`src/rtl/cache_pkg.sv`:
```
package cache_pkg;

    localparam int WORD_W      = 16;
    localparam int BLOCK_W     = 64;
    localparam int LINE_COUNT  = 8;
    localparam int LINE_WORDS  = 4;
    localparam int TAG_W       = 11;
    localparam int INDEX_W     = 3;
    localparam int OFFSET_W    = 2;
    localparam int MEM_BLOCKS  = 64;
    localparam int MEM_LATENCY = 4;

    localparam int BLOCK_ADDR_W = TAG_W + INDEX_W;       // tag and index of a line.
    localparam int MEM_ADDR_W   = $clog2(MEM_BLOCKS);    // decoded block bits.
    localparam int LAT_CNT_W    = $clog2(MEM_LATENCY);
    localparam logic [7:0] MEM_PATTERN_HI = 8'hC3;       // high byte after reset.

    // word 0 sits in the top 16 bits of a line
    typedef logic [LINE_WORDS-1:0][WORD_W-1:0] line_t;

    typedef enum logic {
        MEM_FILL,
        MEM_WRITEBACK
    } mem_op_e;

    typedef enum logic [1:0] {
        IDLE,
        WRITEBACK,
        FILL,
        REFILL_WAIT
    } dcache_state_e;

endpackage

```
`src/rtl/mem_bus_if.sv`:
```
`timescale 1ns/10ps

interface mem_bus_if
    import cache_pkg::*;
();

    logic                    req;           // level, held until done.
    mem_op_e                 op;
    logic [BLOCK_ADDR_W-1:0] block_addr;
    logic [BLOCK_W-1:0]      wdata;
    logic [BLOCK_W-1:0]      rdata;         // valid with done on a fill.
    logic                    done;          // one cycle pulse.

    modport cache (
        output req, op, block_addr, wdata,
        input  rdata, done
    );

    modport memory (
        input  req, op, block_addr, wdata,
        output rdata, done
    );

endinterface

```
`src/rtl/dcache.sv`:
```
`timescale 1ns/10ps

module dcache
    import cache_pkg::*;
(
    input  logic              Clk,
    input  logic              i_arst_n,
    input  logic              i_req,
    input  logic              i_we,
    input  logic [WORD_W-1:0] i_addr,
    input  logic [WORD_W-1:0] i_wdata,
    output logic [WORD_W-1:0] o_rdata,
    output logic              o_busy,
    mem_bus_if.cache          mem
);

    logic [TAG_W-1:0]      tag_q [LINE_COUNT];
    line_t                 data_q [LINE_COUNT];
    logic [LINE_COUNT-1:0] valid_q;
    logic [LINE_COUNT-1:0] dirty_q;

    dcache_state_e state_q;
    dcache_state_e state_d;

    logic [TAG_W-1:0]    addr_tag;
    logic [INDEX_W-1:0]  addr_idx;
    logic [OFFSET_W-1:0] addr_off;
    logic [OFFSET_W-1:0] word_sel;
    logic                hit;
    logic                victim_dirty;
    logic                wr_hit;
    logic                fill_done;

    assign addr_tag = i_addr[WORD_W-1 -: TAG_W];
    assign addr_idx = i_addr[OFFSET_W +: INDEX_W];
    assign addr_off = i_addr[OFFSET_W-1:0];
    assign word_sel = OFFSET_W'(LINE_WORDS - 1) - addr_off;

    assign hit          = valid_q[addr_idx] && (tag_q[addr_idx] == addr_tag);
    assign victim_dirty = valid_q[addr_idx] && dirty_q[addr_idx];
    assign wr_hit       = (state_q == IDLE) && i_req && i_we && hit;
    assign fill_done    = (state_q == FILL) && mem.done;

    assign o_rdata = data_q[addr_idx][word_sel];
    assign o_busy  = i_req && ((state_q != IDLE) || !hit);

    assign mem.req = (state_q == WRITEBACK) || (state_q == FILL);
    assign mem.op  = (state_q == WRITEBACK) ? MEM_WRITEBACK : MEM_FILL;
    // the victim goes back under its stored tag.
    assign mem.block_addr = (state_q == WRITEBACK) ? {tag_q[addr_idx], addr_idx}
                                                   : {addr_tag, addr_idx};
    assign mem.wdata = data_q[addr_idx];

    always_comb begin
        state_d = state_q;
        case (state_q)
            IDLE: begin
                if (i_req && !hit) begin
                    state_d = victim_dirty ? WRITEBACK : FILL;
                end
            end
            WRITEBACK: begin
                if (mem.done) begin
                    state_d = FILL;                          // op changes next cycle.
                end
            end
            FILL: begin
                if (mem.done) begin
                    state_d = REFILL_WAIT;
                end
            end
            REFILL_WAIT: begin
                state_d = IDLE;                              // access retries as a hit.
            end
            default: begin
                state_d = IDLE;
            end
        endcase
    end

    always_ff @(posedge Clk or negedge i_arst_n) begin
        if (!i_arst_n) begin
            state_q <= IDLE;
        end else begin
            state_q <= state_d;
        end
    end

    always_ff @(posedge Clk or negedge i_arst_n) begin
        if (!i_arst_n) begin
            valid_q <= '0;
            dirty_q <= '0;
        end else if (fill_done) begin
            valid_q[addr_idx] <= 1'b1;
            dirty_q[addr_idx] <= 1'b0;                       // fresh copy of memory.
        end else if (wr_hit) begin
            dirty_q[addr_idx] <= 1'b1;
        end
    end

    always_ff @(posedge Clk) begin
        if (fill_done) begin
            tag_q[addr_idx]  <= addr_tag;
            data_q[addr_idx] <= mem.rdata;
        end else if (wr_hit) begin
            data_q[addr_idx][word_sel] <= i_wdata;
        end
    end

endmodule

```
`src/flat_wrapper.sv`:
```
// flat-port wrapper written by rule: the top's interface ports become plain ports
module dcache_flat import cache_pkg::*;
  (Clk, i_arst_n, i_req, i_we, i_addr, i_wdata, o_rdata, o_busy, mem_req, mem_op, mem_block_addr, mem_wdata, mem_rdata, mem_done);
  mem_bus_if mem_i ();
  input  logic Clk;
  input  logic i_arst_n;
  input  logic i_req;
  input  logic i_we;
  input  logic [WORD_W-1:0] i_addr;
  input  logic [WORD_W-1:0] i_wdata;
  output logic [WORD_W-1:0] o_rdata;
  output logic o_busy;
  output wire logic [$bits(mem_i.req)-1:0] mem_req;
  output wire logic [$bits(mem_i.op)-1:0] mem_op;
  output wire logic [$bits(mem_i.block_addr)-1:0] mem_block_addr;
  output wire logic [$bits(mem_i.wdata)-1:0] mem_wdata;
  input wire logic [$bits(mem_i.rdata)-1:0] mem_rdata;
  input wire logic [$bits(mem_i.done)-1:0] mem_done;
  assign mem_req = mem_i.req;
  assign mem_op = mem_i.op;
  assign mem_block_addr = mem_i.block_addr;
  assign mem_wdata = mem_i.wdata;
  assign mem_i.rdata = mem_rdata;
  assign mem_i.done = mem_done;
  dcache u_core (.Clk(Clk), .i_arst_n(i_arst_n), .i_req(i_req), .i_we(i_we), .i_addr(i_addr), .i_wdata(i_wdata), .o_rdata(o_rdata), .o_busy(o_busy), .mem(mem_i));
endmodule
```
`config.mk`:
```
export PLATFORM = sky130hd
export DESIGN_NAME = dcache_flat
export DESIGN_NICKNAME = d
export VERILOG_FILES = /design/src/rtl/cache_pkg.sv /design/src/rtl/mem_bus_if.sv /design/src/rtl/dcache.sv /design/src/flat_wrapper.sv
export SDC_FILE = /design/constraint.sdc
export NUM_CORES = 1
export LEC_CHECK = 0
export ABC_AREA = 1
export BUFFER_PORTS_ARGS = -buffer_cell sky130_fd_sc_hd__clkbuf_2
export CORE_ASPECT_RATIO = 1.1
export CORE_MARGIN = 3
export CORE_UTILIZATION = 30
export CTS_CLUSTER_DIAMETER = 150
export DETAILED_ROUTE_END_ITERATION = 12
export MAX_ROUTING_LAYER = met4
export PLACE_DENSITY_LB_ADDON = 0.05
export SLEW_MARGIN = 5
export SYNTH_ARGS = -nofsm -noshare
export SYNTH_HDL_FRONTEND = slang
export SYNTH_SLANG_ARGS = --single-unit
```
`constraint.sdc`:
```
create_clock -name Clk -period 4.3 [get_ports Clk]
set_input_delay 0.43 -clock Clk [delete_from_list [all_inputs] [get_ports Clk]]
set_output_delay 0.43 -clock Clk [all_outputs]
set_load 0.05 [all_outputs]
```
; Word-level counts from Yosys, hierarchy flattened
; Memories as Yosys holds them, arrays and structs flattened.
; Index checks and enable logic that the tools add are counted.
[totals]
regBits = 18
ramBits = 600
n_memories = 2
[classes]
n_addsub = 1
magnitude_cmp = 4
n_eq_ne = 7
mux = 88
bitwise = 68
reduce_logical = 17
[memory_table]
columns = name, words, word_bits, read_ports, rd_ports_with_merged_regs, wr, line_no
row1 = u_core.data_q, 8, 64, 1, 0, 1, dcache.sv:18  ; line_t data_q [LINE_COUNT];
row2 = u_core.tag_q, 8, 11, 1, 0, 1, dcache.sv:17  ; logic [TAG_W-1:0] tag_q [LINE_COUNT];
[ops]
columns = op, n
row1 = $mux 1, 72
row2 = $mux 64, 1
row3 = $or 1x1->1, 64
row4 = $bmux 16 s2, 1
row5 = $demux 16 s2, 1
row6 = $mux 16, 2
row7 = $mux 8, 2
row8 = $or 8x8->8, 2
row9 = $mux 14, 1
row10 = $eq 11x11->1, 1
row11 = $logic_and 1x1->1, 10
row12 = $and 8x8->8, 1
row13 = $mux 2, 4
row14 = $not 8->8, 1
row15 = $pmux 2 s4, 1
row16 = $bmux 1 s3, 2
row17 = $ne 2x2->1 const B, 3
row18 = $eq 2x2->1 const B, 2
row19 = $lt 3x4->1 const B, 1
row20 = $reduce_bool 2->1, 2
row21 = $demux 1 s3, 1
row22 = $ge 3x1->1 const B, 1
row23 = $lt 2x3->1 const B, 1
row24 = $reduce_and 3->1, 1
row25 = 6 further kinds, 7

; Longest topological paths before layout
[logic_depth]
depth_word = 8
ltp_mapped = 18
depth_no_buf = 15

; Worst setup path before layout
; Ideal clock, no wire load.
[synth_path]
kind = in2out
start = in i_addr[4]
end = out o_rdata[15]
arrival_ps = 2898
required_ps = 3870
path_slack_ps = 972
path_stages = 11
path_buffers = 3
path_cell_list = buf_4 nand2_1 inv_2 nand2_1 clkinv_1 clkbuf_1 clkbuf_1 a221oi_1 nand4_1 nand2_1 nand4_1
[synth_between]
elab_chain_cells = 3
[synth_lines]
columns = element, line_no
row1 = start: declaration, flat_wrapper.sv:9  ; input logic [WORD_W-1:0] i_addr;
row2 = $mem_v2 8x64, --
row3 = net mem_wdata[63], flat_wrapper.sv:16  ; output wire logic [$bits(mem_i.wdata)-1:0] mem_wdata;
row4 = $bmux 16 s2, dcache.sv:44  ; assign o_rdata = data_q[addr_idx][word_sel];
row5 = $mux 16 (implied by the code), dcache.sv:44
row6 = end: declaration, flat_wrapper.sv:11  ; output logic [WORD_W-1:0] o_rdata;
; The timed path passes the listed nets, and every way through them passes these cells. The select of a mux whose other input is x is not followed.

; Worst setup path after layout
[layout_path]
start = in i_addr[3]
end = out o_rdata[2]
[layout_between]
elab_chain_cells = 3
[layout_lines]
columns = element, line_no
row1 = $mem_v2 8x64, --
row2 = $bmux 16 s2, dcache.sv:44
row3 = $mux 16 (implied by the code), dcache.sv:44
; No other way between the ends. The select of a mux whose other input is x is not followed.

==> results.cfg <==
[status]
outcome = completed

[pwr]
vdd_ir_drop_max_uv = 274
power_density_mw_per_mm2 = 481
clkPwrFrac_pct = 39.3
internal_power_w = 0.0109
seqPwrFrac_pct = 45.6
p_leak_nw = 11.6
p_sw_share_pct = 27.9
combPwrFrac_pct = 15.1
switchingPower_w = 0.00421

[drt]
drt-met1-wl_mm = 40.2
wl_per_cell_microns = 27.5
drc = 0
wl_met3_mm = 6.18
highest_layer = met4
vias = 17000
drtIter0Drc = 1490
drt_pass1_iterations = 6
viasPerCell = 5.08
wirelength_mm = 92.2
dr_wl_met2_mm = 43.7
ant_nets = 0

[global_routing]
grt_max_degree = 64
grt_usage_pct = 21.8
overflow = 0
grt_pass1_wl_mm = 129
grt_pass1_vias = 16900
antenna_found_initial = 3

[setup_path]
endpoint = o_rdata[2]
worstSetupStartpoint = i_addr[3]
path_max_fanout = 19
r2r-end = u_core.data_q[4][3]$_DFFE_PP_
critPathArrivalTime_ps = 3270
required_ps = 3870
path_class = in -> out
r2r_setup_slack_ps = 1140
r2r-start = u_core.valid_q[2]$_DFFE_PN0P_
cp-start-kind = input port
end_kind = output pin
reg2reg_depth = 13

[logic_synthesis]
synth_area_per_cell_sq_um = 12.7
synth_top_area_cell = edfxtp_1
synth_area_leaders = edfxtp_1 (72%), nand2_1 (9.3%), nand4_1 (3.2%)
ys_types = 33
synth_nets = 2075
yosys_warnings = 0
synth_top_area_share_pct = 72.0
synth_seq_cells = 618
syn_inst = 1970
ys_seq_area_share_pct = 73.8
synth_area_sq_mm = 0.0250

[final_layout]
area_delta_synth_final_pct = 25.2
final_nets = 2333
drive_gt1_share_pct = 19.9
final_area_sq_mm = 0.0313

[clock_network]
cts_tree = built
clk_pin_slew_worst_paths_ps = 60
clk_root_buffer_cell = clkbuf_16
clk_latency_ps = 630
cts_made_buffers = 71
clockBufferDepth = 3
htreeDepth = 3
clock_sinks = 618

[place]
place.gp.congestion = 0.868
placed_cell_area_sq_mm = 0.0291
dp_hpwl_mm = 60.9
portBuffers = 197

[job]
cap_viol_max_count = 0

[worst_hold_path]
hp-class = in -> reg
whs_path_depth = 1

[floorplanning]
initial_core_util_pct = 30.4
die_h_microns = 309
core_area_sq_mm = 0.0823
ios = 198
floorplan.die_area_sq_mm = 0.0870
die_w_microns = 281
rows = 110

[sta]
maxSlewHeadroom_pct = 36.7
rsz0062_at_grt = no
period_needed_ps = 3700
maxSlewViolCount = 0
fmax_ghz = 0.270
setup_violations = 0
tightest_slew_ps = 949
fin_skew_ps = 26.4
finalSetupTns_ps = 0
hold_viol_final = 0
fin_crit_sh_pct = 86.2
finalHoldWorstSlack_ps = 152
==> cell usage in the layout (no fill, tap or decap), types with 2 or more instances in the layout <==
cell       netlist  final
nand3_1         38     38
or2_2            5      5
nand2_2          1      2
nor2_2           0      2
o21bai_1         7      7
a21oi_1         45     13
a22oi_1         78     78
inv_2            6      8
nor2_1          50     44
o21ai_0         46     46
o2bb2ai_1        6      6
bufinv_16        0      4
nand2_1        621    620
diode_2          0      2
a22o_1          21     21
o2111ai_1        3      3
nand4_1        129    129
inv_1          105    104
nor2_4           3      7
buf_4           11     82
nand3_4          4      4
buf_12           0     93
a221oi_1        45     45
a21oi_2          0     32
edfxtp_1       600    600
dfrtp_1         18     18
clkbuf_16        0     72
ha_1             4      4
clkbuf_2         0    119
clkinv_1         2     16
clkinv_2         0     14
inv_16           0      5
and3_1           8      7
clkbuf_1        59     13
nand3b_1        11     11
==> kinds of logic after synthesis <==
family / Yosys count / share of synthesized area (%)
AND/OR/NAND/NOR: 871 / 15.2
flip-flops: 618 / 73.8
AO/OA/AOI/OAI: 253 / 7.04
buffers and inverters: 224 / 3.79
adder cells (fa/ha/maj): 4 / 0.200
==> routing by layer <==
metal / up-vias / global-route usage (%)
met5: - / -
met4: 0 / 5.86
met3: 109 / 4.17
met2: 638 / 34.6
met1: 8576 / 28.7
li1: 7690 / -
==> power by group through the flow <==
stage	Clock (W)	Combinational, W	Sequential, W
floorplan	0	0.00116	0.00699
global placement	0	0.00231	0.00700
detailed placement	0	0.00231	0.00700
CTS	0.00606	0.00232	0.00687
global route	0.00630	0.00241	0.00689
finish	0.00592	0.00228	0.00687
==> area by class of cell <==
type / count / area [sq um]
Antenna cell: 2 / 5.00
Clock buffer: 86 / 1860
Clock inverter: 40 / 384
Fill cell: 7972 / 51000
Inverter: 114 / 430
Multi-Input combinational cell: 1128 / 5780
Sequential cell: 618 / 18500
Tap cell: 1064 / 1330
Timing Repair Buffer: 295 / 3080
==> cells in the mapped netlist, drive strengths merged <==
library cell    n
o2111ai         3
nand3          42
o21bai          7
inv           112
and3            8
nor2           54
buf            51
ha              4
edfxtp        600
or2             5
o2bb2ai         6
a221oi         45
a22oi          78
clkinv          2
dfrtp          18
a22o           21
nand2         622
a21oi          45
nand3b         11
clkbuf         59
o21ai          47
a211oi          1
nand4         129
==> state kept, by name, indices dropped and copies added (netlist names), named ones only <==
signal          flops
u_core.data_q     512
u_core.state_q      2
u_core.tag_q       88
u_core.valid_q      8
==> worst max-delay path, cell delays in order <==
cell	delay, ps
clkbuf_2	240
nor2_4	390
nand2_1	160
inv_2	450
buf_4	340
buf_4	240
nand2_1	70
nand4_1	290
nand2_1	170
nand4_1	280
buf_12	180
==> metrics by stage <==
step	utilization, %	std cells	setup WS, ps	total power (W)
2_1_floorplan	-	1970	972	0.00814
4_1_cts	38.1	3345	546	0.0153
3_5_place_dp	35.3	3218	469	0.00931
3_3_place_gp	35.3	3218	539	0.00931
5_1_grt	38.1	3346	390	0.0156
6_report	38.1	3347	595	0.0151
==> worst min path at each step <==
stage                    start                       endpoint  slack [ps]
global route        i_addr[13]   u_core.tag_q[3][8]$_DFFE_PP_         160
finish              i_addr[13]   u_core.tag_q[3][8]$_DFFE_PP_         150
global placement      i_arst_n  u_core.state_q[0]$_DFFE_PN0P_         430
CTS                 i_addr[13]   u_core.tag_q[3][8]$_DFFE_PP_         130
detailed placement    i_arst_n  u_core.state_q[0]$_DFFE_PN0P_         440
floorplan             i_arst_n                      async pin         130
==> what timing repair did <==
item	CTS	global route
setup buffers	0	0
hold buffers	1	0
hold endpoints to repair	18	0
gates resized for setup	0	0
No activity file was read; power rests on OpenSTA's default activity.
