[config.mk]
export PLATFORM = sky130hd
export DESIGN_NAME = icache_flat
export DESIGN_NICKNAME = d
export VERILOG_FILES = /design/src/rtl/cache_pkg.sv /design/src/rtl/mem_bus_if.sv /design/src/rtl/icache.sv /design/src/flat_wrapper.sv
export SDC_FILE = /design/constraint.sdc
export NUM_CORES = 1
export LEC_CHECK = 0
export BUFFER_PORTS_ARGS = -buffer_cell sky130_fd_sc_hd__clkbuf_2
export CORE_AREA = 4 4 268 270
export CTS_CLUSTER_DIAMETER = 120
export DETAILED_ROUTE_END_ITERATION = 12
export DIE_AREA = 0 0 272 274
export PLACE_DENSITY = 0.61
export SLEW_MARGIN = 20
export SYNTH_ARGS = -nofsm -noshare
export SYNTH_HDL_FRONTEND = slang
export SYNTH_SLANG_ARGS = --single-unit
[constraint.sdc]
create_clock -name Clk -period 2.3 [get_ports Clk]
set_clock_uncertainty 0.05 [all_clocks]
set_input_delay 0.23 -clock Clk [delete_from_list [all_inputs] [get_ports Clk]]
set_output_delay 0.23 -clock Clk [all_outputs]
set_load 0.1 [all_outputs]
[src/rtl/cache_pkg.sv]
package cache_pkg;

    localparam int WORD_W      = 16;
    localparam int BLOCK_W     = 64;
    localparam int LINE_COUNT  = 8;
    localparam int LINE_WORDS  = 4;
    localparam int TAG_W       = 11;
    localparam int INDEX_W     = 3;
    localparam int OFFSET_W    = 2;
    localparam int MEM_BLOCKS  = 64;
    localparam int MEM_LATENCY = 4;

    localparam int BLOCK_ADDR_W = TAG_W + INDEX_W;       // tag and index of a line.
    localparam int MEM_ADDR_W   = $clog2(MEM_BLOCKS);    // decoded block bits.
    localparam int LAT_CNT_W    = $clog2(MEM_LATENCY);
    localparam logic [7:0] MEM_PATTERN_HI = 8'hC3;       // high byte after reset.

    // word 0 sits in the top 16 bits of a line
    typedef logic [LINE_WORDS-1:0][WORD_W-1:0] line_t;

    typedef enum logic {
        MEM_FILL,
        MEM_WRITEBACK
    } mem_op_e;

    typedef enum logic [1:0] {
        IDLE,
        WRITEBACK,
        FILL,
        REFILL_WAIT
    } dcache_state_e;

endpackage

[src/rtl/mem_bus_if.sv]
`timescale 1ns/10ps

interface mem_bus_if
    import cache_pkg::*;
();

    logic                    req;           // level, held until done.
    mem_op_e                 op;
    logic [BLOCK_ADDR_W-1:0] block_addr;
    logic [BLOCK_W-1:0]      wdata;
    logic [BLOCK_W-1:0]      rdata;         // valid with done on a fill.
    logic                    done;          // one cycle pulse.

    modport cache (
        output req, op, block_addr, wdata,
        input  rdata, done
    );

    modport memory (
        input  req, op, block_addr, wdata,
        output rdata, done
    );

endinterface

[src/rtl/icache.sv]
`timescale 1ns/10ps

module icache
    import cache_pkg::*;
(
    input  logic              Clk,
    input  logic              i_arst_n,
    input  logic              i_req,
    input  logic [WORD_W-1:0] i_addr,
    output logic [WORD_W-1:0] o_data,
    output logic              o_busy,
    mem_bus_if.cache          mem
);

    logic [TAG_W-1:0]    tag_q [LINE_COUNT];
    line_t               data_q [LINE_COUNT];
    logic [LINE_COUNT-1:0] valid_q;

    logic [TAG_W-1:0]    addr_tag;
    logic [INDEX_W-1:0]  addr_idx;
    logic [OFFSET_W-1:0] addr_off;
    logic [OFFSET_W-1:0] word_sel;
    logic                hit;

    assign addr_tag = i_addr[WORD_W-1 -: TAG_W];
    assign addr_idx = i_addr[OFFSET_W +: INDEX_W];
    assign addr_off = i_addr[OFFSET_W-1:0];
    assign word_sel = OFFSET_W'(LINE_WORDS - 1) - addr_off;  // word 0 is the top slice.

    assign hit = valid_q[addr_idx] && (tag_q[addr_idx] == addr_tag);

    assign o_data = data_q[addr_idx][word_sel];
    assign o_busy = i_req && !hit;

    // a fill is asked for as long as the held request misses.
    assign mem.req        = i_req && !hit;
    assign mem.op         = MEM_FILL;
    assign mem.block_addr = {addr_tag, addr_idx};
    assign mem.wdata      = '0;                          // read only cache.

    always_ff @(posedge Clk or negedge i_arst_n) begin
        if (!i_arst_n) begin
            valid_q <= '0;
        end else if (mem.done) begin
            valid_q[addr_idx] <= 1'b1;
        end
    end

    always_ff @(posedge Clk) begin
        if (mem.done) begin
            tag_q[addr_idx]  <= addr_tag;
            data_q[addr_idx] <= mem.rdata;                   // whole line at once.
        end
    end

endmodule

[src/flat_wrapper.sv]
// flat-port wrapper written by rule: the top's interface ports become plain ports
module icache_flat import cache_pkg::*;
  (Clk, i_arst_n, i_req, i_addr, o_data, o_busy, mem_req, mem_op, mem_block_addr, mem_wdata, mem_rdata, mem_done);
  mem_bus_if mem_i ();
  input  logic Clk;
  input  logic i_arst_n;
  input  logic i_req;
  input  logic [WORD_W-1:0] i_addr;
  output logic [WORD_W-1:0] o_data;
  output logic o_busy;
  output wire logic [$bits(mem_i.req)-1:0] mem_req;
  output wire logic [$bits(mem_i.op)-1:0] mem_op;
  output wire logic [$bits(mem_i.block_addr)-1:0] mem_block_addr;
  output wire logic [$bits(mem_i.wdata)-1:0] mem_wdata;
  input wire logic [$bits(mem_i.rdata)-1:0] mem_rdata;
  input wire logic [$bits(mem_i.done)-1:0] mem_done;
  assign mem_req = mem_i.req;
  assign mem_op = mem_i.op;
  assign mem_block_addr = mem_i.block_addr;
  assign mem_wdata = mem_i.wdata;
  assign mem_i.rdata = mem_rdata;
  assign mem_i.done = mem_done;
  icache u_core (.Clk(Clk), .i_arst_n(i_arst_n), .i_req(i_req), .i_addr(i_addr), .o_data(o_data), .o_busy(o_busy), .mem(mem_i));
endmodule
==> Yosys cells after proc, flatten, opt, wreduce, memory -nomap -nowiden <==
Memory sizes are Yosys's and may differ from the RTL's.
Cells that the tools add are included.
{ "classes": {"n_mux": 8, "bitwise_logic": 1, "n_addsub": 1, "n_eq_ne": 1, "magnitude_cmp": 3, "n_reduce_logical": 4} }
{ "ops": {"columns": ["op", "count"], "rows": [
  ["binary-select mux 16 bit (select 2 bit)", 1],
  ["two-way mux 16 bit", 1],
  ["equality test 11 bit", 1],
  ["bitwise OR 8 bit", 1],
  ["< comparator 3 x 4 -> 1 bit (second input constant)", 1],
  ["two-way mux 1 bit", 4],
  ["binary-select mux 1 bit (select 3 bit)", 1],
  ["demux 1 bit (select 3 bit)", 1],
  ["greater-or-equal comparator 3 x 1 -> 1 bit (second input constant)", 1],
  ["logical AND 1 bit", 3],
  ["< comparator 2 x 3 -> 1 bit (second input constant)", 1],
  ["subtractor 2 bit (first input constant)", 1],
  ["logical NOT 1 bit", 1]
]} }
{ "word_totals": {"word_cells": 21, "regBits": 8, "mem_bits_rw": 600, "out_inout_bits": 97, "mem_count": 2, "in_bits": 84} }
{ "mem_list": {"columns": ["memory", "depth", "word_bits", "read_ports", "rd_clocked_by_memory_dff", "wr", "line", "source"], "rows": [
  ["u_core.data_q", 8, 64, 1, 0, 1, "icache.sv:16", "line_t data_q [LINE_COUNT];"],
  ["u_core.tag_q", 8, 11, 1, 0, 1, "icache.sv:15", "logic [TAG_W-1:0] tag_q [LINE_COUNT];"]
]} }

==> Depth between registers and ports, before layout <==
Gate-level depths: netlist of run 1.
{ "logic_depth": {"depth_word": 5, "depth_mapped": 10, "ltp_nobuf": 6} }

==> Worst setup path after synthesis of run 1 <==
No wires, ideal clock.
{ "synth_timing": {"kind": "input-to-reg", "startpoint": "input port i_addr[3]", "endpoint": "register u_core.valid_q[0]", "n_path_buf": 5, "setup_slack_ps": -4647, "t_arrival_ps": 6800, "path_stages": 7, "setup_time_ps": 97, "required_ps": 2153, "cell_sequence": "buf_4 > buf_4 > buf_4 > buf_2 > buf_4 > nor3_1 > or2_2"} }
{ "synth_between": {"elab_chain_len": 5, "elab_cells_between_ends": 6, "cone_classes": "order compare: 2; mux: 2; bitwise: 1; reduce/logical: 1"} }
{ "synth_rtl": {"columns": ["item", "line", "source"], "rows": [
  ["from (decl)", "flat_wrapper.sv:8", "input logic [WORD_W-1:0] i_addr;"],
  ["< comparator 3 x 4 -> 1 bit (implied by the code) / greater-or-equal comparator 3 x 1 -> 1 bit (equally long branches)", "icache.sv:45", "valid_q[addr_idx] <= 1'b1;"],
  ["logical AND 1 bit (implied by the code)", "icache.sv:45", null],
  ["two-way mux 1 bit (implied by the code)", "icache.sv:45", null],
  ["demux 1 bit (select 3 bit) (*)", null, null],
  ["bitwise OR 8 bit (no line) (*)", null, null],
  ["to (signal assigned)", "icache.sv:43", "valid_q <= '0;"],
  ["to (signal, indexed assignment)", "icache.sv:45", null],
  ["to (decl)", "icache.sv:17", "logic [LINE_COUNT-1:0] valid_q;"]
]} }
Mark *: on every way between the ends. The rest lies on a longest branch, timed or not.
A chain may end at the register's enable or synchronous reset.

==> Worst setup path in the final report of run 1 <==
{ "layout_timing": {"startpoint": "memory u_core.tag_q[4][2]", "endpoint": "output port o_busy"} }
{ "layout_between": {"elab_chain_len": 5} }
{ "layout_rtl": {"columns": ["item", "line", "source"], "rows": [
  ["from (decl)", "icache.sv:15", null],
  ["memory (8 x 11 bit)", null, null],
  ["equality test 11 bit", "icache.sv:30", "assign hit = valid_q[addr_idx] && (tag_q[addr_idx] == addr_tag);"],
  ["logical AND 1 bit", "icache.sv:30", null],
  ["logical NOT 1 bit", "icache.sv:33", "assign o_busy = i_req && !hit;"],
  ["logical AND 1 bit", "icache.sv:33", null],
  ["to (decl)", "flat_wrapper.sv:10", "output logic o_busy;"]
]} }
No other way between the ends.

==> results of run 1 <==
-- state kept, by name (all words and copies together), names as in the netlist --
signal	count
u_core.tag_q	88
u_core.valid_q	8
u_core.data_q	512
-- metrics by stage --
| step | utilization, % | power [W] | setup TNS [ns] |
|---|---|---|---|
| floorplan | - | 0.0148 | -262.81 |
| global placement | 39.5 | 0.0156 | -5.96 |
| detailed placement | 39.5 | 0.0157 | -6.01 |
| CTS | 43.9 | 0.0261 | -8.12 |
| finish | 44.0 | 0.0259 | -7.31 |
| global route | 44.0 | 0.0268 | -8.94 |
-- what timing repair did --
item	CTS	global route
pin swaps	15	7
setup endpoints to repair	18	18
hold buffers	76	1
gates resized for setup	40	11
hold endpoints to repair	608	8
-- cell type report --
cell class	count	area (um2)	area share [%]
sequential	608	18200	59.6
inverter	6	35.0	0.115
clock inverter	50	568	1.86
clock buffer	66	1550	5.05
multi-input combinational	537	5630	18.4
tap	940	1180	3.85
timing repair buffer	357	3400	11.1
antenna	2	5.00	0.0164
-- cell usage in the layout (no fill, tap or decap), types with 5 or more instances in the layout --
cell type and n:
clkbuf_16 61, a22oi_1 20, nor2_2 5, or2_2 8, o221ai_1 9, nand2_1 25, and3_4 6, clkinv_1 12
a221oi_1 40, nor3_1 8, nor2_1 32, clkbuf_2 94, o21ai_0 15, conb_1 65, dfrtp_1 8, a221o_1 6
buf_12 60, dlygate4sd3_1 77, edfxtp_1 600, a22o_1 5, buf_4 123, clkinv_2 14, nand2_4 5, mux2_2 52
o21ai_4 7, mux4_2 91, a221oi_2 7, clkinvlp_4 5, bufinv_16 11, a21oi_1 17, mux2i_1 30, clkbuf_1 5
o21ai_1 6, xnor2_1 6
-- metal layers --
metal / global-route usage, % / vias up / part of all wire (%) / wire [um]
met5: 0 / - / 0.036 / 21
li1: - / 5625 / - / -
met1: 21.5 / 6722 / 44 / 25500
met3: 2.94 / 79 / 6.1 / 3550
met4: 3.79 / 4 / 1.7 / 982
met2: 25.4 / 416 / 48 / 28100
-- synth_stat cells (all sizes together) (5+ instances only) --
master,n
nor2,38
and3,7
nand2,33
a21oi,21
mux4,93
dfrtp,8
a22o,5
mux2,57
nor3,14
xnor2,6
a22oi,20
buf,128
a221oi,49
or2,8
clkbuf,22
o21ai,30
a221o,6
mux2i,31
o221ai,9
edfxtp,600
inv,5
a211oi,6
-- report_power, final --
part	total [W]	internal, W	switching, W
Clock	0.0103	0.00611	0.00418
Sequential	0.0126	0.0126	0.0000826
Combinational	0.00298	0.00105	0.00194
-- final timing paths --
kind,cells past startpoint,end,slack [ns]
worst max register to register,1,u_core.valid_q[5]$_DFFE_PN0P_,1.47
worst min register to register,1,u_core.valid_q[7]$_DFFE_PN0P_,0.42
min in group asynchronous,3,u_core.valid_q[5]$_DFFE_PN0P_,0.60
worst max-delay path,7,o_busy,-0.71
max in group asynchronous,3,u_core.valid_q[6]$_DFFE_PN0P_,1.32
worst min-delay path,2,u_core.data_q[7][2]$_DFFE_PP_,0.15
-- worst max-delay path: stages (launching register included) --
cell and delay [ns]:
edfxtp_1 0.37, mux4_2 0.48, mux2i_1 0.17, xnor2_1 0.09
nor3_1 0.22, nand4_1 0.17, o41a_4 0.42, buf_12 0.18
-- kinds of logic after synthesis --
group,count (synthesis)
other,1
buffers and inverters,156
multiplexers,181
XOR/XNOR,9
AND/OR/NAND/NOR,114
AO/OA/AOI/OAI,168
flip-flops,608
==> reports/summary.txt, run 1 <==
Number of enable flip-flop cells after synthesis - 600
Crit Path Max Fanout - 2
Syn_area_per_cell - 19.5 um2
Final cell count without fillers - 2566
Top_reg_cell synth - edfxtp_1
GPL Wtd Cong - 0.763
Final hold vios - 0
DIE AREA - 74500 um2
Area growth from synthesis to layout - 26.7%
Num ports - 181
Final Slew Violations - 0
DRT iter0 DRCs - 1046
# port buffers - 115
Final worst slack - -0.707 ns
Register area share after synthesis - 75.5%
Nets - 1655
Fillers - 5956
Hold crit path type - input port to flop
Area post-placement - 27500 um2
CTS tree - built
Vias in the first global route - 13390
RSZ-0062 raised after global routing - yes
Later-pin clock latency in the skew report - 0.62 ns
Mapped Cells - 1237
Synth area leader - edfxtp_1
Max IR drop VDD - 0.657 mV
DR pass1 iterations - 5
CP Class - flop to output port
Congestion Overflow GR - 0
Crit end category - output port
Via count - 12846
Critical R2R Launch - u_core.valid_q[5]$_DFFE_PN0P_
Number of antenna violations at the first check in global routing - 3
Starting density of the core - 34.7%
Post-synthesis simple-gate area fraction - 2.16%
Final worst path period share - 131%
GRT Util Overall - 15.5%
Width of the die - 272 um
CP startpoint kind - flop
Worst setup startpoint - u_core.tag_q[4][2]$_DFFE_PP_
Xor/xnor cell area share of the yosys netlist - 0.327%
Setup WS pre-CTS - -0.723 ns
Top cells by area, synth - edfxtp_1, mux4_2, buf_4, mux2_2, a221oi_1
Drt drc - 0
Post-synthesis adder-cell area fraction - 0%
Flops & latches, synth - 608
Top cell type's share of synthesized area - 74.7%
Site Rows - 97
Hold wc startpoint - mem_done
Highest clock rate - 333 MHz
Static Leak - 10.3 nW
Final Critical Period - 3.01 ns
Multiplexer share of the synthesized area - 12.7%
Min Hold Slack - 0.148 ns
Failing checks - negative setup slack
Status - finished with violations
Drt via density - 5.01
Global-route wire length before repair - 87.3 mm
Clock sink total - 608
Synthesized area - 24100 um2
Maxcap violations - 0
DP HPWL - 37.1 mm
Dpl cells - 2371
Clk buf depth - 3
Final Setup Violations - 18
Finished Cell Area - 30600 um2
Die height - 274 um
Distinct cells, synth - 57
TritonCTS Buffers - 61
Relative slew slack - 61.4%
H-Tree Depth - 2
Share of cells above drive strength 1 - 37.1%
Clk root buf - clkbuf_16
Pin count of the biggest net entering global routing - 46
Largest family of logic cells by synthesized area - multiplexers
Number of post-CTS setup repair buffers - 0
Per-cell routed wire length - 22.7 um
Routed wire length - 58.2 mm
Worst-path clk slew - 0.06 ns
Slew @ Worst Pin - 0.582 ns
Post-synth ARST share - 1.32%
Power Dens Cells - 847 nW/um2
Yosys warning total - 0
Compound-Gate Fraction of Synth Area - 5.15%
CP arrival - 2.73 ns
Req. time, crit path - 2.02 ns
Core Box Area - 69500 um2
Post-route antenna net violation count - 0
(Power assumes the default switching activity.)
==> run 2: changes to the inputs <==
--- a/config.mk
+++ b/config.mk
@@ -11,6 +11,7 @@
 export DETAILED_ROUTE_END_ITERATION = 12
 export DIE_AREA = 0 0 272 274
 export PLACE_DENSITY = 0.61
+export SETUP_SLACK_MARGIN = 0.5
 export SLEW_MARGIN = 20
 export SYNTH_ARGS = -nofsm -noshare
 export SYNTH_HDL_FRONTEND = slang
==> reports/summary.txt, run 2 (synthesis results as in run 1) <==
Status - finished with violations (unchanged)
Failing checks - negative setup slack (unchanged)
CTS tree - built (unchanged)
Final worst path period share - 133% (was 131%)
Congestion Overflow GR - 0 (unchanged)
Dpl cells - 2365 (was 2371)
Top flop regs - u_core.data_q: 512 flops, u_core.tag_q: 88 flops, u_core.valid_q: 8 flops (unchanged)
Site Rows - 97 (unchanged)
Slew @ Worst Pin - 0.562 ns (was 0.582 ns)
Clock sink total - 608 (unchanged)
Clk buf depth - 3 (unchanged)
Power Dens Cells - 814 nW/um2 (was 847 nW/um2)
Drt via density - 5.05 (was 5.01)
Routed wire length - 58.8 mm (was 58.2 mm)
Later-pin clock latency in the skew report - 0.62 ns (about the same)
Pin count of the biggest net entering global routing - 44 (was 46)
Nets - 1648 (was 1655)
RSZ-0062 raised after global routing - yes (unchanged)
Hold crit path type - input port to flop (unchanged)
Area growth from synthesis to layout - 25.2% (was 26.7%)
Internal - 0.0186 W (was 0.0197 W)
# port buffers - 115 (unchanged)
Drt drc - 0 (unchanged)
Most frequent cells in the layout - edfxtp_1, buf_4, clkbuf_2, mux4_2, dlygate4sd3_1 (unchanged)
H-Tree Depth - 2 (unchanged)
Final Critical Period - 3.05 ns (was 3.01 ns)
Starting density of the core - 34.7% (unchanged)
Post-route antenna net violation count - 0 (unchanged)
Global-route wire length before repair - 87.1 mm (was 87.3 mm)
Max reg flops - 512 (unchanged)
Final Setup Violations - 18 (unchanged)
Psw - 0.00601 W (was 0.00620 W)
Switching share of power - 24.4% (was 23.9%)
Reg with most FFs - u_core.data_q (unchanged)
DR pass1 iterations - 5 (unchanged)
Req. time, crit path - 2.02 ns (about the same)
Sequential share of power - 51.4% (was 48.8%)
Fillers - 6016 (was 5956)
Width of the die - 272 um (unchanged)
CP arrival - 2.77 ns (was 2.73 ns)
Crit Path Max Fanout - 2 (unchanged)
Die height - 274 um (unchanged)
Maxcap violations - 0 (unchanged)
Final cell count without fillers - 2553 (was 2566)
Final worst slack - -0.754 ns (was -0.707 ns)
Per-cell routed wire length - 23.0 um (was 22.7 um)
Reg2reg setup slack - 1.45 ns (was 1.47 ns)
Commonest non-fill, non-tap cell in the layout - edfxtp_1 (unchanged)
Vias in the first global route - 13454 (was 13390)
Final Slew Violations - 0 (unchanged)
Num ports - 181 (unchanged)
Logic pwr share - 12.1% (was 11.5%)
TritonCTS Buffers - 60 (was 61)
Number of antenna violations at the first check in global routing - 5 (was 3)
DP HPWL - 37.5 mm (was 37.1 mm)
Setup WS pre-CTS - -0.775 ns (was -0.723 ns)
Clk network pwr share - 36.5% (was 39.7%)
Core Box Area - 69500 um2 (unchanged)
DIE AREA - 74500 um2 (unchanged)
Max IR drop VDD - 0.687 mV (was 0.657 mV)
Highest clock rate - 327 MHz (was 333 MHz)
DRT iter0 DRCs - 939 (was 1046)
Relative slew slack - 62.7% (was 61.4%)
CP Class - flop to output port (unchanged)
Via count - 12894 (was 12846)
Share of cells above drive strength 1 - 35.5% (was 37.1%)
Clk root buf - clkbuf_16 (unchanged)
Static Leak - 10.1 nW (was 10.3 nW)
Final hold vios - 0 (unchanged)
CP startpoint kind - flop (unchanged)
GPL Wtd Cong - 0.778 (was 0.763)
GRT Util Overall - 15.5% (about the same)
Worst-path clk slew - 0.06 ns (about the same)
Number of post-CTS setup repair buffers - 0 (unchanged)
Crit end category - output port (unchanged)
## run 2: changes by cell type in the layout (fill, tap and decap cells not counted), moves of 3 or more
cell | previous run | this run
clkinv_1 | 12 | 19
bufinv_16 | 11 | 2
a221oi_2 | 7 | 10
inv_6 | 4 | 1
o21ai_1 | 6 | 10
clkbuf_1 | 5 | 15
clkinvlp_4 | 5 | 2
clkinv_2 | 14 | 8
buf_12 | 60 | 65
buf_4 | 123 | 111
## run 2: routing by layer
metal	vias to the layer above	global-route usage, %	part of all wire (%)
li1	5607	-	-
met1	6764	20.7	43
met2	427	26.3	50
met3	92	2.56	5.5
met4	4	4.31	2.1
met5	-	0	0.044
## run 2: worst max-delay path, stage by stage, from the launching register on
cell and delay (ns):
edfxtp_1 0.35, mux2_2 0.27, o2bb2ai_1 0.13, or3_1 0.32, a221oi_2 0.24, nand4_1 0.12, o41a_1 0.50, buf_12 0.22
## run 2: layout make-up
type	count	area [um2]	area share, %
repair buffers	351	3430	11.4
clock inverters	33	211	0.700
inverters	6	35.0	0.116
multi-input cells	537	5580	18.5
clock buffers	75	1560	5.16
flip-flops and latches	608	18200	60.3
well taps	940	1180	3.89
diodes	3	7.51	0.0248
## run 2: path summary, 6_finish.rpt
check,depth (start not counted),startpoint,end
worst min register to register,1,u_core.valid_q[0]$_DFFE_PN0P_,u_core.valid_q[0]$_DFFE_PN0P_
worst min-delay path,2,mem_done,u_core.tag_q[6][9]$_DFFE_PP_
min in group asynchronous,3,i_arst_n,u_core.valid_q[2]$_DFFE_PN0P_
max in group asynchronous,3,i_arst_n,u_core.valid_q[0]$_DFFE_PN0P_
worst max-delay path,7,u_core.tag_q[1][7]$_DFFE_PP_,o_busy
worst max register to register,1,u_core.valid_q[6]$_DFFE_PN0P_,u_core.valid_q[6]$_DFFE_PN0P_
## run 2: through the flow
stage | hold slack [ns] | area, um2 | setup TNS (ns) | total power (W) | utilization (%)
after floorplan | -0.116 | 24900 | -265.77 | 0.0148 | -
after global placement | 0.0355 | 27400 | -6.99 | 0.0156 | 39.4
after detailed placement | 0.0429 | 27400 | -6.98 | 0.0157 | 39.4
after CTS | -0.156 | 30100 | -8.55 | 0.0248 | 43.2
after global routing | 0.215 | 30200 | -9.22 | 0.0254 | 43.4
final | 0.212 | 30200 | -7.66 | 0.0246 | 43.4
## run 2: timing repair
item / in CTS / in global routing
setup endpoints to repair: 18 / 18
gates resized for setup: 45 / 24
pin swaps: 11 / 17
endpoints found under the hold margin: 608 / 8
hold buffers: 76 / 1
## run 2: power by group through the flow
stage / Clock, W / Sequential, W / Combinational, W
6_report: 0.00897 / 0.0126 / 0.00298
4_1_cts: 0.00918 / 0.0126 / 0.00297
2_1_floorplan: 0 / 0.0128 / 0.00192
3_3_place_gp: 0 / 0.0128 / 0.00277
3_5_place_dp: 0 / 0.0129 / 0.00279
5_1_grt: 0.00962 / 0.0127 / 0.00313
